[src/pipePkg.sv]
package pipePkg;

	typedef logic [31:0] word_t;
	typedef logic [4:0] regAddr_t;
	typedef logic [2:0] tick_t;
	typedef logic [3:0] kind_t;
	typedef logic [1:0] bypass_t;

	// Instruction kinds after decode
	localparam kind_t kindNop   = 4'd0;
	localparam kind_t kindAddu  = 4'd1;
	localparam kind_t kindSubu  = 4'd2;
	localparam kind_t kindAnd   = 4'd3;
	localparam kind_t kindOr    = 4'd4;
	localparam kind_t kindXor   = 4'd5;
	localparam kind_t kindSlt   = 4'd6;
	localparam kind_t kindSll   = 4'd7;
	localparam kind_t kindAddiu = 4'd8;
	localparam kind_t kindAndi  = 4'd9;
	localparam kind_t kindOri   = 4'd10;
	localparam kind_t kindLui   = 4'd11;
	localparam kind_t kindLw    = 4'd12;
	localparam kind_t kindSw    = 4'd13;

	// Primary opcodes, bits 31..26
	localparam logic [5:0] opSpecial = 6'h00;
	localparam logic [5:0] opAddiu   = 6'h09;
	localparam logic [5:0] opAndi    = 6'h0c;
	localparam logic [5:0] opOri     = 6'h0d;
	localparam logic [5:0] opLui     = 6'h0f;
	localparam logic [5:0] opLw      = 6'h23;
	localparam logic [5:0] opSw      = 6'h2b;

	// Function codes of the SPECIAL opcode
	localparam logic [5:0] fnAddu = 6'h21;
	localparam logic [5:0] fnSubu = 6'h23;
	localparam logic [5:0] fnAnd  = 6'h24;
	localparam logic [5:0] fnOr   = 6'h25;
	localparam logic [5:0] fnXor  = 6'h26;
	localparam logic [5:0] fnSlt  = 6'h2a;
	localparam logic [5:0] fnSll  = 6'h00;

	localparam bypass_t bypassNone = 2'd0;
	localparam bypass_t bypassEx   = 2'd1;
	localparam bypass_t bypassMem  = 2'd2;

	// Cycles until an operand is needed / a result is ready
	localparam tick_t tuseNone = 3'd7;
	localparam tick_t tuseEx   = 3'd1;
	localparam tick_t tnewAlu  = 3'd1;
	localparam tick_t tnewLoad = 3'd2;
	localparam tick_t tnewNone = 3'd0;

	localparam int dmWords = 64;

endpackage

[src/hazardUnit.sv]
`timescale 1ns/1ns

module hazardUnit (
	input  pipePkg::regAddr_t srcA,
	input  pipePkg::regAddr_t srcB,
	input  pipePkg::tick_t    tuseA,
	input  pipePkg::tick_t    tuseB,
	input  pipePkg::regAddr_t deRs,
	input  pipePkg::regAddr_t deRt,
	input  pipePkg::regAddr_t deWriteAddr,
	input  pipePkg::tick_t    deTnew,
	input  pipePkg::regAddr_t emWriteAddr,
	input  pipePkg::tick_t    emTnew,
	input  logic              wbValid,
	input  pipePkg::regAddr_t wbAddr,
	output logic              stall,
	output pipePkg::bypass_t  bypassA,
	output pipePkg::bypass_t  bypassB,
	output pipePkg::bypass_t  bypassStore
);

	////////////////////
	// Load-use stall
	////////////////////

	// Producer one stage ahead is still too late for this source
	function automatic logic tooEarly(
		input pipePkg::regAddr_t src,
		input pipePkg::tick_t tuse,
		input pipePkg::regAddr_t dest,
		input pipePkg::tick_t tnew
	);
		return (dest != '0) && (src == dest) && (tuse < tnew);
	endfunction

	assign stall = tooEarly(srcA, tuseA, deWriteAddr, deTnew) ||
		tooEarly(srcB, tuseB, deWriteAddr, deTnew);

	////////////////////
	// Forwarding selects
	////////////////////

	// Newer stage first and em only once its value is final
	function automatic pipePkg::bypass_t pickSource(
		input pipePkg::regAddr_t src,
		input pipePkg::regAddr_t exAddr,
		input pipePkg::tick_t exTnew,
		input logic memValid,
		input pipePkg::regAddr_t memAddr
	);
		pipePkg::bypass_t sel;
		if (exAddr != '0 && exAddr == src && exTnew == pipePkg::tnewNone)
			sel = pipePkg::bypassEx;
		else if (memValid && memAddr == src)
			sel = pipePkg::bypassMem;
		else
			sel = pipePkg::bypassNone;
		return sel;
	endfunction

	assign bypassA = pickSource(deRs, emWriteAddr, emTnew, wbValid, wbAddr);
	assign bypassB = pickSource(deRt, emWriteAddr, emTnew, wbValid, wbAddr);
	assign bypassStore = pickSource(deRt, emWriteAddr, emTnew, wbValid, wbAddr);

endmodule

[config.mk]
export PLATFORM = sky130hd
export DESIGN_NAME = hazardUnit
export DESIGN_NICKNAME = d
export VERILOG_FILES = /design/src/pipePkg.sv /design/src/hazardUnit.sv
export SDC_FILE = /design/constraint.sdc
export NUM_CORES = 1
export LEC_CHECK = 0
export ABC_AREA = 1
export BUFFER_PORTS_ARGS = -buffer_cell sky130_fd_sc_hd__buf_2
export CAP_MARGIN = 30
export CORE_MARGIN = 2
export CORE_UTILIZATION = 35
export DETAILED_ROUTE_END_ITERATION = 10
export PLACE_DENSITY = 0.8
export SLEW_MARGIN = 20
export SYNTH_ARGS = -nofsm -noshare
export SYNTH_HDL_FRONTEND = slang
export SYNTH_SLANG_ARGS = --single-unit
[constraint.sdc]
create_clock -name vclk -period 1.1
set_clock_uncertainty 0.2 [all_clocks]
set_input_delay 0.11 -clock vclk [all_inputs]
set_output_delay 0.11 -clock vclk [all_outputs]
set_load 0.02 [all_outputs]
==> impl_metrics.env <==
export IMPL_totalPowerFinal_uw=462.5
export IMPL_status="finished with violations"
export IMPL_cp_end_kind="output pin"
export IMPL_p_switching_uw=215.3
export IMPL_clkbuf_count=0
export IMPL_p_int_uw=247.1
export IMPL_die_w_um=44.90
export IMPL_yosysMostFrequentCell="nand2_1"
export IMPL_whs_ps=436.5
export IMPL_wl_um=2267
export IMPL_cp_max_fo=2
export IMPL_fin_util=0.8182
export IMPL_arrival_ps=990
export IMPL_antenna_left=0
export IMPL_ioPinCount=55
export IMPL_grt_pass1_wl_um=3249
export IMPL_hold_viol=0
export IMPL_io_buffers=55
export IMPL_crit_chain="buf_8, inv_8, ha_4, a21oi_2, o21a_1, nand4_1, nand2_2, buf_6"
export IMPL_power_leakage_uw=0.0005980
export IMPL_max_slew_margin_rel=0.8814
export IMPL_pwr_share_seq=0
export IMPL_hp_class="input pin to output pin"
export IMPL_fillCellCount=96
export IMPL_area_growth_pct=115.4
export IMPL_diodes=0
export IMPL_ir_drop_uv=271.1
export IMPL_seq_area_frac_synth=0
export IMPL_synthesis_nets=154
export IMPL_die_h_um=44.90
export IMPL_first_pass_iters=4
export IMPL_layout_min_cycle_time_ps=1296
export IMPL_core_mm2=0.001541
export IMPL_fmax_ghz=0.7715
export IMPL_syn_avg_cell_area_um2=5.741
export IMPL_netlist_area_um2=585.6
export IMPL_grt_remaining_overflow=0
export IMPL_cp_start_kind="input pin"
export IMPL_antenna_found_initial=0
export IMPL_tightestPinTransition_ps=177.3
export IMPL_post_drt_wl_per_cell_um=13.03
export IMPL_cp_top_family="buffers and inverters"
export IMPL_ys_types=18
export IMPL_grt_usage=0.2084
export IMPL_crit_start="deTnew[2]"
export IMPL_fin_ws_ps=-196.1
export IMPL_yosysWarnings=0
export IMPL_pwr_share_clk=0
export IMPL_maxCapViolCount=0
export IMPL_slew_viol_final=0
export IMPL_hpwl_um=1657
export IMPL_dr_total_vias=855
export IMPL_grt_pass1_vias=827
export IMPL_avgViaCountPerCell=4.914
export IMPL_finalSetupViolations=7
export IMPL_max_stage_delay_ps=200
export IMPL_numSequentialCells=0
export IMPL_synthTopCellsByArea="xnor2_1 21%, nand2_1 14%, xor2_1 12%"
export IMPL_start_util=0.3799
export IMPL_drt_iter0_markers=9
export IMPL_synth_top_area_cell="xnor2_1"
export IMPL_cp_slowest_cell="ha_4"
export IMPL_comb_power_share=1.000
export IMPL_path_class="input pin to output pin"
export IMPL_gp_congestion=0.7882
export IMPL_num_nets_final=212
export IMPL_synthDominantCellAreaShare=0.2094
export IMPL_grt_start_max_net_pins=5
export IMPL_rsz0062_at_grt="true"
export IMPL_crit_buf_inv=3
export IMPL_dieArea_mm2=0.002016
export IMPL_fin_crit_sh=1.178
export IMPL_violations="setup timing"
export IMPL_drive_gt1_frac=0.6329
export IMPL_std_cell_rows=14
export IMPL_synth_common_cells="22 x nand2_1, 16 x nor2_1, 14 x xnor2_1, 13 x inv_1, 8 x xor2_1"
export IMPL_cp_required_ps=790
export IMPL_holdBufCountCts=0
export IMPL_synthCells=102
export IMPL_seq_area_um2=0
export IMPL_power_density_mw_per_mm2=366.7
export IMPL_swShare=0.4656
export IMPL_hp_start="srcA[4]"
export IMPL_route_detailed_drc=0
[repair_timing]
action                                  in CTS  in global routing
endpoints found under the setup margin       7                  7
gates resized for setup                     38                 39
pin swaps                                   20                 23
buffers inserted                             0                  1
[logic make-up (layout without fill, tap and decap cells)]
logic type	Yosys count	in the layout	synth area share
compound gates	10	10	0.1004
xor+xnor	22	22	0.3291
fa+ha+maj	4	4	0.08547
buf+inv	16	72	0.1154
simple gates	50	50	0.3696
[per-layer routing]
| layer | vias to the layer above | GRT usage | part of all wire |
|---|---|---|---|
| met1 | 389 | 0.2319 | 0.34 |
| met3 | 0 | 0.004000 | 0.040 |
| met5 | - | 0 | 0 |
| li1 | 435 | - | - |
| met2 | 31 | 0.4464 | 0.62 |
| met4 | 0 | 0.01176 | 0 |
[power groups by stage]
| stage | clock (µW) | sequential (µW) | combinational [µW] |
|---|---|---|---|
| after floorplan | 0 | 0 | 185 |
| after global placement | 0 | 0 | 332 |
| after detailed placement | 0 | 0 | 347 |
| after CTS | 0 | 0 | 387 |
| after global routing | 0 | 0 | 497 |
| final | 0 | 0 | 462 |
[layout make-up]
cell class,instances,area [µm²],share of cell area
multi-input combinational,86,690.7,0.5476
timing repair buffer,58,455.4,0.3611
inverter,14,95.09,0.07540
tap,16,20.02,0.01587
[tightest hold or removal path: stages]
cell	delay (ps)
buf_2	90
xnor2_1	60
nand4_1	100
nand2_2	50
buf_6	120
[final timing paths]
check / depth (start not counted) / end / slack, ps
worst max-delay path: 8 / stall / -200
worst min-delay path: 5 / stall / 440
[layout by cell type, fill, tap and decap left out, types with 2 or more instances in the layout]
master | synthesis | final
buf_2 | 0 | 34
nor2_2 | 3 | 4
nand2_2 | 0 | 8
nand2_1 | 22 | 12
nor2_1 | 16 | 11
a21oi_2 | 1 | 3
ha_4 | 0 | 4
buf_6 | 0 | 14
xnor2_1 | 14 | 12
nand2_4 | 0 | 2
o21a_1 | 2 | 2
xnor2_2 | 0 | 2
nand4_1 | 4 | 4
o21ai_1 | 2 | 2
buf_4 | 2 | 5
xor2_1 | 8 | 7
inv_1 | 13 | 5
nor2_4 | 0 | 4
buf_8 | 0 | 2
buf_12 | 0 | 3
nand3_2 | 0 | 2
inv_2 | 1 | 4
inv_8 | 0 | 2
[stage by stage]
stage	instances	worst slack (ps)	setup TNS, ps	cell area [µm²]
4_1_cts	173	-210.1	-868.9	1101
3_3_place_gp	173	-230.8	-1264	970.9
3_5_place_dp	173	-264.7	-1465	970.9
6_report	174	-196.1	-868.8	1261
2_1_floorplan	102	-56.75	-75.31	679.4
5_1_grt	174	-241.0	-1187	1261
No activity file was read; power rests on OpenSTA's default activity.
