$ cat config.mk
export PLATFORM = sky130hd
export DESIGN_NAME = executeStage
export DESIGN_NICKNAME = d
export VERILOG_FILES = /design/src/pipePkg.sv /design/src/executeStage.sv
export SDC_FILE = /design/constraint.sdc
export NUM_CORES = 1
export LEC_CHECK = 0
export BUFFER_PORTS_ARGS = -buffer_cell sky130_fd_sc_hd__buf_4
export CAP_MARGIN = 20
export CORE_MARGIN = 3
export CORE_UTILIZATION = 37
export CTS_BUF_LIST = sky130_fd_sc_hd__clkbuf_16
export DETAILED_ROUTE_END_ITERATION = 7
export PLACE_DENSITY = 0.66
export SLEW_MARGIN = 25
export SYNTH_ARGS = -nofsm -noshare
export SYNTH_HDL_FRONTEND = slang
export SYNTH_SLANG_ARGS = --single-unit
$ cat constraint.sdc
create_clock -name clk -period 16.6 [get_ports clk]
set_input_delay 2.49 -clock clk [delete_from_list [all_inputs] [get_ports clk]]
set_output_delay 2.49 -clock clk [all_outputs]
set_load 0.01 [all_outputs]
$ cat src/pipePkg.sv
package pipePkg;

	typedef logic [31:0] word_t;
	typedef logic [4:0] regAddr_t;
	typedef logic [2:0] tick_t;
	typedef logic [3:0] kind_t;
	typedef logic [1:0] bypass_t;

	// Instruction kinds after decode
	localparam kind_t kindNop   = 4'd0;
	localparam kind_t kindAddu  = 4'd1;
	localparam kind_t kindSubu  = 4'd2;
	localparam kind_t kindAnd   = 4'd3;
	localparam kind_t kindOr    = 4'd4;
	localparam kind_t kindXor   = 4'd5;
	localparam kind_t kindSlt   = 4'd6;
	localparam kind_t kindSll   = 4'd7;
	localparam kind_t kindAddiu = 4'd8;
	localparam kind_t kindAndi  = 4'd9;
	localparam kind_t kindOri   = 4'd10;
	localparam kind_t kindLui   = 4'd11;
	localparam kind_t kindLw    = 4'd12;
	localparam kind_t kindSw    = 4'd13;

	// Primary opcodes, bits 31..26
	localparam logic [5:0] opSpecial = 6'h00;
	localparam logic [5:0] opAddiu   = 6'h09;
	localparam logic [5:0] opAndi    = 6'h0c;
	localparam logic [5:0] opOri     = 6'h0d;
	localparam logic [5:0] opLui     = 6'h0f;
	localparam logic [5:0] opLw      = 6'h23;
	localparam logic [5:0] opSw      = 6'h2b;

	// Function codes of the SPECIAL opcode
	localparam logic [5:0] fnAddu = 6'h21;
	localparam logic [5:0] fnSubu = 6'h23;
	localparam logic [5:0] fnAnd  = 6'h24;
	localparam logic [5:0] fnOr   = 6'h25;
	localparam logic [5:0] fnXor  = 6'h26;
	localparam logic [5:0] fnSlt  = 6'h2a;
	localparam logic [5:0] fnSll  = 6'h00;

	localparam bypass_t bypassNone = 2'd0;
	localparam bypass_t bypassEx   = 2'd1;
	localparam bypass_t bypassMem  = 2'd2;

	// Cycles until an operand is needed / a result is ready
	localparam tick_t tuseNone = 3'd7;
	localparam tick_t tuseEx   = 3'd1;
	localparam tick_t tnewAlu  = 3'd1;
	localparam tick_t tnewLoad = 3'd2;
	localparam tick_t tnewNone = 3'd0;

	localparam int dmWords = 64;

endpackage

$ cat src/executeStage.sv
`timescale 1ns/1ns

module executeStage (
	input  logic              clk,
	input  logic              reset,
	input  pipePkg::kind_t    deKind,
	input  pipePkg::regAddr_t deRs,
	input  pipePkg::regAddr_t deRt,
	input  pipePkg::regAddr_t deWriteAddr,
	input  logic [4:0]        deShamt,
	input  pipePkg::word_t    deImm,
	input  pipePkg::word_t    deDataA,
	input  pipePkg::word_t    deDataB,
	input  pipePkg::word_t    deEarly,
	input  pipePkg::tick_t    deTuseA,
	input  pipePkg::tick_t    deTuseB,
	input  pipePkg::tick_t    deTnew,
	input  pipePkg::bypass_t  bypassA,
	input  pipePkg::bypass_t  bypassB,
	input  pipePkg::bypass_t  bypassStore,
	input  pipePkg::word_t    wbData,
	output pipePkg::kind_t    emKind,
	output pipePkg::regAddr_t emWriteAddr,
	output pipePkg::word_t    emResult,
	output pipePkg::word_t    emStoreData,
	output pipePkg::tick_t    emTnew
);

	pipePkg::word_t opA;
	pipePkg::word_t opB;
	pipePkg::word_t storeData;
	pipePkg::word_t aluB;
	pipePkg::word_t result;
	pipePkg::tick_t tnewNext;
	logic useImm;
	logic lessThan;

	// Unused operands and register zero are held at zero
	function automatic pipePkg::word_t pickOperand(
		input pipePkg::bypass_t sel,
		input pipePkg::regAddr_t addr,
		input pipePkg::tick_t tuse,
		input pipePkg::word_t regValue,
		input pipePkg::word_t exValue,
		input pipePkg::word_t memValue
	);
		pipePkg::word_t value;
		if (tuse == pipePkg::tuseNone || addr == '0)
			value = '0;
		else
		begin
			case (sel)
				pipePkg::bypassEx:  value = exValue;
				pipePkg::bypassMem: value = memValue;
				default:            value = regValue;
			endcase
		end
		return value;
	endfunction

	////////////////////
	// Operand forwarding
	////////////////////
	assign opA = pickOperand(bypassA, deRs, deTuseA, deDataA, emResult, wbData);
	assign opB = pickOperand(bypassB, deRt, deTuseB, deDataB, emResult, wbData);
	// Separate select so store data never depends on the ALU input mux
	assign storeData = pickOperand(bypassStore, deRt, deTuseB, deDataB, emResult, wbData);

	assign useImm = (deKind == pipePkg::kindAddiu) || (deKind == pipePkg::kindAndi) ||
		(deKind == pipePkg::kindOri) || (deKind == pipePkg::kindLw) ||
		(deKind == pipePkg::kindSw);
	assign aluB = useImm ? deImm : opB;
	assign lessThan = $signed(opA) < $signed(aluB);

	////////////////////
	// ALU
	////////////////////
	always_comb
	begin
		case (deKind)
			pipePkg::kindAddu, pipePkg::kindAddiu,
			pipePkg::kindLw, pipePkg::kindSw:     result = opA + aluB;
			pipePkg::kindSubu:                    result = opA - aluB;
			pipePkg::kindAnd, pipePkg::kindAndi:  result = opA & aluB;
			pipePkg::kindOr, pipePkg::kindOri:    result = opA | aluB;
			pipePkg::kindXor:                     result = opA ^ aluB;
			pipePkg::kindSlt:                     result = {31'd0, lessThan};
			pipePkg::kindSll:                     result = opB << deShamt;
			pipePkg::kindLui:                     result = deEarly;
			default:                              result = '0;
		endcase
	end

	// One stage closer to a ready result
	assign tnewNext = (deTnew != pipePkg::tnewNone) ? deTnew - 3'd1 : deTnew;

	always_ff @(posedge clk)
	begin
		if (reset)
		begin
			emKind <= pipePkg::kindNop;
			emWriteAddr <= '0;
			emTnew <= pipePkg::tnewNone;
		end
		else
		begin
			emKind <= deKind;
			emWriteAddr <= deWriteAddr;
			emTnew <= tnewNext;
		end
	end

	always_ff @(posedge clk)
	begin
		emResult <= result;
		emStoreData <= storeData;
	end

endmodule

==> results.toml <==
[grt]
use_met2_pct = 43.66
use_met1_pct = 43.30
grt_max_degree = 65
grt.busiest_layer = "met2"
grt_pass1_wl_um = 77010
met3_usage_pct = 7.770
antenna_found_initial = 2
grt_usage_pct = 30.26
grt_pass1_vias = 12390
grt_overflow = 0

[critical_path]
rr_startpoint = "emResult[10]$_DFF_P_"
ff2ff_setup_slack_ns = 11.91
crit_required_ns = 16.84
r2r-end = "emResult[29]$_DFF_P_"
r2r_cells = 13
critPathCaptureType = "register"
crit_path_top_delay_cell = "a2111oi_1"
crit_fanout = 36
crit_chain = "buf_4 -> inv_1 -> ha_2 -> buf_4 -> inv_2 -> mux2i_1 -> nor3_1 -> a21o_1 -> ha_1 -> or4_1 -> a2111oi_1 -> o21ai_1 -> a31oi_1 -> a31oi_1 -> a21oi_1 -> o21ai_0 -> a221o_1"
arrival_ns = 7.76
worst_setup_path_start_kind = "input pin"
max_stage_delay_ns = 0.75
crit_type = "input pin to register"

[cells_and_area]
drive_above_1_share_pct = 21.45
areaGrowthSynthToFinish_pct = 22.73
fill_cells = 3047
fin_cells = 2116
nets = 2033

[timing]
finalSetupViolations = 0
tightest_slew_ns = 0.9824
finalHoldViolations = 0
fin_setup_tns_ns = 0
fin_crit_sh_pct = 45.28
clock.fmax_ghz = 0.1330
grt_setup_unrepaired = "no"
finalMaxSlewViolations = 0
relSlewSlack_pct = 34.35
period_needed_ns = 7.516
fin_skew_ns = 0.01297

[clock_network]
cts_made_buffers = 9
clk_pin_slew_worst_paths_ns = 0.06
cts-root-buf = "clkbuf_16"
insertion_delay_ns = 0.35
cts-htree-levels = 3
cts_tree = "built"
clock_sinks = 76
cts_setup_buffers = 0
holdBufCountCts = 0
cts.repair.resized = 0
clk_path_buf_depth = 2

[logic_synthesis]
yosys.area_share.xor_xnor_pct = 1.332
postSynthCellCount = 1547
synthDistinctLibCells = 83
synth.avg_cell_area_sq_um = 7.226
synthesis.area_sq_um = 11180
synthSimpleGateAreaFrac_pct = 18.93
synthAdderAreaFrac_pct = 12.56
ys.flop_type = "dfxtp_1"
syn_nets = 1859
synth_edf_count = 0
synth-seq-cells = 76
async_reset_ff_share_pct = 0
synthMuxAreaShare_pct = 7.757
synth_compound_area_share_pct = 37.60
yosysSeqAreaShare_pct = 13.61
synth_top_family_by_area = "compound AO/OA/AOI/OAI gates"
yosys_warnings = 0

[power]
ir_drop_uv = 54.19
power_leakage_nw = 6.133
power_mw = 1.189
powerDensity_nw_per_um2 = 86.65

[flow_run]
max_cap_viol_count = 0

[placed_design]
io_buffer_count = 276
hpwl_um = 41280
dp_cells = 2099
gp_congestion = 0.9973

[floorplanning]
die_h_um = 179.8
dieWidth_um = 179.8
io_pins = 277
start_util_pct = 37.62
rows = 63
dieArea_sq_um = 32330
core_region_area_sq_um = 29720

[hold_path]
holdPathEnd = "emStoreData[16]$_SDFF_PP0_"
worstHoldStart = "emResult[16]$_DFF_P_"
hold-path-cell-count = 2
hp-class = "register to register"

[status]
outcome = "finished, final reports clean"

[route]
totalWireLength_um = 52070
antenna_left = 0
post_drt_wl_per_cell_um = 24.61
first_iter_violations = 1982
first_pass_iters = 8
vias = 13590
viasPerCell = 6.422
drc = 0
placed cells by master, fill, tap and decap left out, types with 10 or more instances in the layout:
master and instances:
mux2_2 11, mux4_2 16, a221o_1 28, a221oi_1 31, a22oi_1 77, nand2_1 94, a21o_1 45, nor3_1 59
o221ai_1 16, a222oi_1 20, o21bai_1 12, buf_4 290, ha_1 105, a31oi_1 12, a211oi_1 17, nand3_1 30
xnor2_1 10, o211ai_1 22, mux2i_1 36, o22ai_1 10, inv_1 103, o21ai_1 35, nor2b_1 20, a21oi_1 99
nor2_1 138, o21ai_0 87, and2_1 36, dfxtp_1 76, nand2b_1 13
state kept, by name (all words and copies together) (netlist names):
name,flops
emResult,32
emStoreData,32
emWriteAddr,5
emKind,4
emTnew,3
cell type report:
cell class	instances	area, sq um	area share, %
clock buffers	9	225.2	1.642
diodes	1	2.502	0.01824
clock inverters	6	90.09	0.6566
repair buffers	291	2197	16.01
flip-flops and latches	76	1521	11.09
multi-input cells	1231	8775	63.96
well taps	390	488.0	3.557
inverters	112	420.4	3.064
worst max-delay path by stage:
stage / from / end / cells past startpoint / slack, ns
final: bypassB[0] / emResult[29]$_DFF_P_ / 17 / 9.08
after global routing: bypassB[0] / emResult[30]$_DFF_P_ / 17 / 8.82
after CTS: bypassB[0] / emResult[29]$_DFF_P_ / 16 / 9.15
after detailed placement: bypassB[0] / emResult[29]$_DFF_P_ / 16 / 8.80
after global placement: bypassB[0] / emResult[29]$_DFF_P_ / 16 / 8.92
after floorplan: deRt[0] / emResult[26]$_DFF_P_ / 18 / 9.28
cells in the mapped netlist, types with 6 or more instances:
cell type    n  share of area [%]
a211oi_1    17                1.1
a21o_1      45                3.0
a21oi_1     99                4.4
a221o_1     28                2.5
a221oi_1    31                2.4
a222oi_1    20                1.8
a22o_1       9               0.71
a22oi_1     77                5.2
a31oi_1     12               0.67
and2_1      37                2.1
and3_1       9               0.50
buf_1       14               0.47
buf_2       11               0.49
clkbuf_1   102                3.4
dfxtp_1     76                 14
ha_1       109                 12
inv_1      103                3.5
inv_2        9               0.30
mux2_2      11                1.1
mux2i_1     36                3.2
mux4_2      16                3.2
nand2_1     94                3.2
nand2b_1    13               0.73
nand3_1     30                1.3
nor2_1     139                4.7
nor2b_1     20                1.1
nor3_1      60                2.7
nor4_1       7               0.39
o211ai_1    22                1.5
o21a_1       9               0.60
o21ai_0     87                3.9
o21ai_1     35                1.6
o21bai_1    12               0.81
o221a_2      6               0.60
o221ai_1    16                1.3
o22ai_1     10               0.56
o31ai_1      9               0.60
or2_2        7               0.39
xnor2_1     10               0.78
xor2_1       7               0.55
stage by stage:
| step | util, % | setup WS, ns | hold slack, ns | area [sq um] |
|---|---|---|---|---|
| 2_1_floorplan | - | 9.284 | 0.6726 | 11180 |
| 3_3_place_gp | 45.01 | 8.922 | 0.6614 | 13380 |
| 3_5_place_dp | 45.01 | 8.795 | 0.6653 | 13380 |
| 4_1_cts | 46.07 | 9.149 | 0.6800 | 13690 |
| 5_1_grt | 46.17 | 8.821 | 0.7463 | 13720 |
| 6_report | 46.17 | 9.084 | 0.6836 | 13720 |
power by group:
part / switching (mW) / leakage (nW) / internal [mW]
logic: 0.424 / 5.35 / 0.280
registers: 0.0474 / 0.636 / 0.219
clock network: 0.0877 / 0.151 / 0.131
total: 0.559 / 6.13 / 0.630
cells by family (layout without fill, tap and decap cells):
| family | Yosys count | in the layout |
|---|---|---|
| muxes | 65 | 65 |
| buffers and inverters | 240 | 418 |
| DFF | 76 | 76 |
| xor gates and xnor gates | 17 | 17 |
| adders and majority gates | 111 | 111 |
| other | 0 | 1 |
| and+or+nand+nor | 442 | 442 |
| AOI/OAI and AO/OA | 596 | 596 |
worst max-delay path, delay by kind of cell:
kind                     cells  cell delay, ns
buffers and inverters        4            0.96
AO/OA/AOI/OAI                8            2.55
multiplexers                 1            0.41
adder cells (fa/ha/maj)      2            0.69
AND/OR/NAND/NOR              2            0.64
per-layer routing:
layer | share of wire, % | up-vias | wire, um
met2 | 41 | 896 | 21590
met4 | 3.7 | 2 | 1908
met3 | 12 | 107 | 6433
met5 | 0.021 | - | 11
met1 | 42 | 6430 | 22120
li1 | - | 6153 | -
Note: power is estimated with default switching activity, not from simulation.
