--- src/pipePkg.sv ---
package pipePkg;

	typedef logic [31:0] word_t;
	typedef logic [4:0] regAddr_t;
	typedef logic [2:0] tick_t;
	typedef logic [3:0] kind_t;
	typedef logic [1:0] bypass_t;

	// Instruction kinds after decode
	localparam kind_t kindNop   = 4'd0;
	localparam kind_t kindAddu  = 4'd1;
	localparam kind_t kindSubu  = 4'd2;
	localparam kind_t kindAnd   = 4'd3;
	localparam kind_t kindOr    = 4'd4;
	localparam kind_t kindXor   = 4'd5;
	localparam kind_t kindSlt   = 4'd6;
	localparam kind_t kindSll   = 4'd7;
	localparam kind_t kindAddiu = 4'd8;
	localparam kind_t kindAndi  = 4'd9;
	localparam kind_t kindOri   = 4'd10;
	localparam kind_t kindLui   = 4'd11;
	localparam kind_t kindLw    = 4'd12;
	localparam kind_t kindSw    = 4'd13;

	// Primary opcodes, bits 31..26
	localparam logic [5:0] opSpecial = 6'h00;
	localparam logic [5:0] opAddiu   = 6'h09;
	localparam logic [5:0] opAndi    = 6'h0c;
	localparam logic [5:0] opOri     = 6'h0d;
	localparam logic [5:0] opLui     = 6'h0f;
	localparam logic [5:0] opLw      = 6'h23;
	localparam logic [5:0] opSw      = 6'h2b;

	// Function codes of the SPECIAL opcode
	localparam logic [5:0] fnAddu = 6'h21;
	localparam logic [5:0] fnSubu = 6'h23;
	localparam logic [5:0] fnAnd  = 6'h24;
	localparam logic [5:0] fnOr   = 6'h25;
	localparam logic [5:0] fnXor  = 6'h26;
	localparam logic [5:0] fnSlt  = 6'h2a;
	localparam logic [5:0] fnSll  = 6'h00;

	localparam bypass_t bypassNone = 2'd0;
	localparam bypass_t bypassEx   = 2'd1;
	localparam bypass_t bypassMem  = 2'd2;

	// Cycles until an operand is needed / a result is ready
	localparam tick_t tuseNone = 3'd7;
	localparam tick_t tuseEx   = 3'd1;
	localparam tick_t tnewAlu  = 3'd1;
	localparam tick_t tnewLoad = 3'd2;
	localparam tick_t tnewNone = 3'd0;

	localparam int dmWords = 64;

endpackage

--- src/decodeStage.sv ---
`timescale 1ns/1ns

module decodeStage (
	input  logic              clk,
	input  logic              reset,
	input  logic              instrValid,
	input  pipePkg::word_t    instr,
	input  logic              stall,
	output pipePkg::regAddr_t srcA,
	output pipePkg::regAddr_t srcB,
	output pipePkg::tick_t    tuseA,
	output pipePkg::tick_t    tuseB,
	input  logic              wbEnable,
	input  pipePkg::regAddr_t wbAddr,
	input  pipePkg::word_t    wbData,
	output pipePkg::kind_t    deKind,
	output pipePkg::regAddr_t deRs,
	output pipePkg::regAddr_t deRt,
	output pipePkg::regAddr_t deWriteAddr,
	output logic [4:0]        deShamt,
	output pipePkg::word_t    deImm,
	output pipePkg::word_t    deDataA,
	output pipePkg::word_t    deDataB,
	output pipePkg::word_t    deEarly,
	output pipePkg::tick_t    deTuseA,
	output pipePkg::tick_t    deTuseB,
	output pipePkg::tick_t    deTnew
);

	pipePkg::kind_t kind;
	pipePkg::regAddr_t writeAddr;
	pipePkg::tick_t tnew;
	pipePkg::word_t imm;
	pipePkg::word_t rfDataA;
	pipePkg::word_t rfDataB;
	logic bubble;

	assign srcA = instr[25:21];
	assign srcB = instr[20:16];
	assign bubble = !instrValid || stall;

	regFile u_regFile (
		.clk(clk),
		.reset(reset),
		.readAddrA(srcA),
		.readAddrB(srcB),
		.readDataA(rfDataA),
		.readDataB(rfDataB),
		.writeEnable(wbEnable),
		.writeAddr(wbAddr),
		.writeData(wbData)
	);

	////////////////////
	// Opcode decode
	////////////////////
	always_comb
	begin
		kind = pipePkg::kindNop;
		case (instr[31:26])
			pipePkg::opSpecial:
			begin
				case (instr[5:0])
					pipePkg::fnAddu: kind = pipePkg::kindAddu;
					pipePkg::fnSubu: kind = pipePkg::kindSubu;
					pipePkg::fnAnd:  kind = pipePkg::kindAnd;
					pipePkg::fnOr:   kind = pipePkg::kindOr;
					pipePkg::fnXor:  kind = pipePkg::kindXor;
					pipePkg::fnSlt:  kind = pipePkg::kindSlt;
					pipePkg::fnSll:  kind = pipePkg::kindSll;
					default:         kind = pipePkg::kindNop;
				endcase
			end
			pipePkg::opAddiu: kind = pipePkg::kindAddiu;
			pipePkg::opAndi:  kind = pipePkg::kindAndi;
			pipePkg::opOri:   kind = pipePkg::kindOri;
			pipePkg::opLui:   kind = pipePkg::kindLui;
			pipePkg::opLw:    kind = pipePkg::kindLw;
			pipePkg::opSw:    kind = pipePkg::kindSw;
			default:          kind = pipePkg::kindNop;
		endcase
		// Nothing offered counts as a no-op, so it never stalls
		if (!instrValid)
			kind = pipePkg::kindNop;
	end

	// Destination, immediate and counters per kind
	always_comb
	begin
		writeAddr = '0;
		tuseA = pipePkg::tuseNone;
		tuseB = pipePkg::tuseNone;
		tnew = pipePkg::tnewNone;
		imm = {{16{instr[15]}}, instr[15:0]};
		case (kind)
			pipePkg::kindAddu, pipePkg::kindSubu, pipePkg::kindAnd,
			pipePkg::kindOr, pipePkg::kindXor, pipePkg::kindSlt:
			begin
				writeAddr = instr[15:11];
				tuseA = pipePkg::tuseEx;
				tuseB = pipePkg::tuseEx;
				tnew = pipePkg::tnewAlu;
			end
			pipePkg::kindSll:
			begin
				writeAddr = instr[15:11];
				tuseB = pipePkg::tuseEx;
				tnew = pipePkg::tnewAlu;
			end
			pipePkg::kindAddiu:
			begin
				writeAddr = instr[20:16];
				tuseA = pipePkg::tuseEx;
				tnew = pipePkg::tnewAlu;
			end
			pipePkg::kindAndi, pipePkg::kindOri:
			begin
				writeAddr = instr[20:16];
				tuseA = pipePkg::tuseEx;
				tnew = pipePkg::tnewAlu;
				imm = {16'h0000, instr[15:0]};
			end
			pipePkg::kindLui:
			begin
				writeAddr = instr[20:16];
				tnew = pipePkg::tnewAlu;
			end
			pipePkg::kindLw:
			begin
				writeAddr = instr[20:16];
				tuseA = pipePkg::tuseEx;
				tnew = pipePkg::tnewLoad;
			end
			// Store data is consumed in execute like an ALU source
			pipePkg::kindSw:
			begin
				tuseA = pipePkg::tuseEx;
				tuseB = pipePkg::tuseEx;
			end
			default:
			begin
				writeAddr = '0;
			end
		endcase
	end

	////////////////////
	// Decode to execute
	////////////////////
	always_ff @(posedge clk)
	begin
		if (reset || bubble)
		begin
			deKind <= pipePkg::kindNop;
			deRs <= '0;
			deRt <= '0;
			deWriteAddr <= '0;
			deTuseA <= pipePkg::tuseNone;
			deTuseB <= pipePkg::tuseNone;
			deTnew <= pipePkg::tnewNone;
		end
		else
		begin
			deKind <= kind;
			deRs <= srcA;
			deRt <= srcB;
			deWriteAddr <= writeAddr;
			deTuseA <= tuseA;
			deTuseB <= tuseB;
			deTnew <= tnew;
		end
	end

	always_ff @(posedge clk)
	begin
		deShamt <= instr[10:6];
		deImm <= imm;
		deDataA <= rfDataA;
		deDataB <= rfDataB;
		// lui result is known here already
		deEarly <= {instr[15:0], 16'h0000};
	end

endmodule

--- src/regFile.sv ---
`timescale 1ns/1ns

module regFile (
	input  logic             clk,
	input  logic             reset,
	input  pipePkg::regAddr_t readAddrA,
	input  pipePkg::regAddr_t readAddrB,
	output pipePkg::word_t   readDataA,
	output pipePkg::word_t   readDataB,
	input  logic             writeEnable,
	input  pipePkg::regAddr_t writeAddr,
	input  pipePkg::word_t   writeData
);

	// Register zero has no storage
	pipePkg::word_t regs [1:31];

	// Same-cycle write is visible to the reader
	assign readDataA = (readAddrA == '0) ? '0 :
		(writeEnable && writeAddr == readAddrA) ? writeData : regs[readAddrA];
	assign readDataB = (readAddrB == '0) ? '0 :
		(writeEnable && writeAddr == readAddrB) ? writeData : regs[readAddrB];

	always_ff @(posedge clk)
	begin
		if (reset)
		begin
			for (int i = 1; i < 32; i++)
				regs[i] <= '0;
		end
		else if (writeEnable && writeAddr != '0)
		begin
			regs[writeAddr] <= writeData;
		end
	end

endmodule

--- config.mk ---
export PLATFORM = sky130hd
export DESIGN_NAME = decodeStage
export DESIGN_NICKNAME = d
export VERILOG_FILES = /design/src/pipePkg.sv /design/src/decodeStage.sv /design/src/regFile.sv
export SDC_FILE = /design/constraint.sdc
export NUM_CORES = 2
export LEC_CHECK = 0
export BUFFER_PORTS_ARGS = -buffer_cell sky130_fd_sc_hd__buf_2
export CAP_MARGIN = 20
export CORE_MARGIN = 2
export CORE_UTILIZATION = 64
export DETAILED_ROUTE_END_ITERATION = 16
export GPL_ROUTABILITY_DRIVEN = 0
export PLACE_DENSITY_LB_ADDON = 0.15
export SLEW_MARGIN = 25
export SYNTH_ARGS = -nofsm -noshare
export SYNTH_HDL_FRONTEND = slang
export SYNTH_SLANG_ARGS = --single-unit
--- constraint.sdc ---
create_clock -name clk -period 4.2 [get_ports clk]
set_clock_uncertainty 0.15 [all_clocks]
set_input_delay 0 -clock clk [delete_from_list [all_inputs] [get_ports clk]]
set_output_delay 0 -clock clk [all_outputs]
set_load 0.02 [all_outputs]
==> results.ini <==
[global_routing]
grt_util_all_layers_pct=42.0
top_usage_layer=met2
use_met2_pct=62.0
grt_max_degree=129
grtUsageMet3_pct=15.7
grt_pass1_wl_mm=270
gr-usage-met1_pct=55.3
antenna_found_initial=9
gr-total-overflow=0
grt_pass1_vias=38500

[min_path]
min_from=instr[17]
hold_class=input pin to register

[logic_synthesis]
synthSimpleGateAreaFrac_pct=13.4
yosys_register_bits=1128
ys_seq_area_share_pct=57.4
synth_top_area_share_pct=53.7
yosys.area.top_type=edfxtp_1
synth_area_um2=57200
synth-async-reset-ratio_pct=0
yosysWarnings=0
synth_top_family_by_area=multiplexers
synth_mux_area_share_pct=19.9
synth_xor_area_share_pct=0.184
synth_area_leaders=edfxtp_1, mux4_2, and2_1
synth_cells=3882
synth-edff-count=1024
ys_types=58
synth_compound_area_share_pct=5.19
synthAdderAreaFrac_pct=0
synth_ff_type=edfxtp_1
avgSynthCellArea_um2=14.7

[route]
wl_per_cell_um=36.0
ant_nets=0
via_per_inst=7.33
firstDrtPassIters=8
vias=38800
drt_iter0_markers=6887
routed_wl_mm=190
drc=0

[floorplanning]
dieArea_um2=91900
placementRows=109
core_um2=88500
die_h_um=303
die_x_um=303
io_pins=251
start_util_pct=64.7

[finish]
fillerInstances=5515
regArea_um2=32800
multi_input_area_um2=22700
area_delta_synth_final_pct=12.0
layout-drive-gt1-share_pct=25.8
fin_area_um2=64100
nets=4077
fin_cells=5288

[timing]
post-route-period-util_pct=72.4
hold_viol=0
hold_ws_ps=28.3
drv_slew=0
tightest_slew_ps=1220
rsz0062_at_grt=false
slew_headroom_pct=18.4
finalSetupTns_ps=0
setup_violations=0
fmax_ghz=0.329
fin_crit_ps=3040

[pwr]
power.share.clock_pct=39.1
p_sw_share_pct=25.0
combPwrFrac_pct=11.9
total_leakage_power_nw=22.6
seq_power_share_pct=49.0
peakVddDrop_v=0.000383
p_per_area_nw_per_um2=423
p_int_mw=20.4
switchingPower_mw=6.78

[cts]
cts_resized=0
cts_root_buf=clkbuf_16
clockBufferDepth=3
cts_tree=built
clk_pin_slew_ps=60
cts.sinks=1128
clk_latency_ps=720
cts_made_buffers=116
h-tree-depth=3

[worst_setup_path]
cp_max_fo=7
arrival_ps=2890
startpoint=instr[0]
r2r-start=u_regFile.regs[0][11]
critPathRequiredTime_ps=4050
end_kind=output pin
critPathKind=input pin to output pin
startpoint_type=input pin

[status]
outcome=completed

[place]
place_area_um2=59200
post-dp-hpwl_mm=110
placement.io_buffers=229
dp_cells=4956

[run]
maxCapViolations=0

## cell usage after synthesis, drive strengths merged (5+ instances only)
cell and count:
nand3b 11, nand3 8, and3 13, nor2b 9, edfxtp 1024, clkbuf 294
o221ai 30, nand2 63, a21oi 33, nor2 109, dfxtp 104, mux4 452
xnor2 6, or2 33, buf 181, a32o 65, and2 999, nor3 14
a211oi 32, a22o 5, mux2i 122, nand2b 6, nor4 5, a22oi 62
xor2 6, o22ai 160
## what timing repair did
| item | in CTS | in global routing |
|---|---|---|
| endpoints found under the hold margin | 1128 | 0 |
| hold buffers | 94 | 0 |
| buffers inserted | 0 | 0 |
## layer usage
layer | wire length (µm) | vias up
met5 | 133 | -
met4 | 11100 | 6
met3 | 30300 | 666
met2 | 86000 | 3478
met1 | 62900 | 19600
li1 | - | 15000
## through the flow
stage	total power, mW	setup WS, ps	utilization (%)
final	27.1	1160	72.4
after global placement	16.5	1240	66.9
after detailed placement	16.6	1150	66.9
after global routing	27.7	1000	72.4
after CTS	27.0	1180	72.4
after floorplan	15.4	2300	-
## sequential cells by signal (all words and copies together) (netlist names)
signal          count
deShamt             4
deEarly            12
deKind              4
deDataB            32
deRt                5
deImm               1
deTnew              2
deTuseB             1
u_regFile.regs   1024
deRs                5
deTuseA             1
deDataA            32
deWriteAddr         5
## worst paths after layout
check | to | slack, ps | cells past startpoint
min | deRt[1] | 30 | 3
max reg2reg | deDataA[11] | 2050 | 5
max | tuseA[1] | 1160 | 9
min reg2reg | deDataA[15] | 680 | 5
## cells in the final DEF, fill, tap and decap left out, types with 65 or more instances in the layout
cell,count
edfxtp_1,1024
a32o_1,65
dfxtp_1,104
mux2i_1,122
clkbuf_16,118
buf_2,224
dlygate4sd3_1,94
buf_4,84
mux4_2,452
o22ai_1,160
and2_1,997
nor2_1,74
## kinds of logic after synthesis
logic type,after synthesis
and+or+nand+nor,1287
DFF,1128
muxes,574
buffers and inverters,477
AOI/OAI and AO/OA,402
xor gates and xnor gates,12
other,2
## power groups by stage
stage	Combinational, mW	Sequential [mW]	Clock, mW
finish	3.23	13.3	10.6
global route	3.31	13.3	11.0
CTS	3.15	13.3	10.6
detailed placement	3.07	13.5	0
global placement	3.04	13.4	0
floorplan	1.88	13.5	0
## final cells by class
class,count,area share [%]
Multi-Input combinational cell,2328,35.4
Clock inverter,63,1.03
Timing Repair Buffer,427,4.95
Antenna cell,17,0.0664
Inverter,2,0.0117
Clock buffer,158,5.06
Sequential cell,1128,51.2
Tap cell,1165,2.27
## critical path: stages
cell           delay [ps]
dlygate4sd3_1         530
buf_2                 160
nor4_1                290
nor3_1                130
o32a_4                400
dlygate4sd3_1         690
or3_1                 400
nand3_1               110
buf_2                 180
Note: power is estimated with default switching activity, not from simulation.
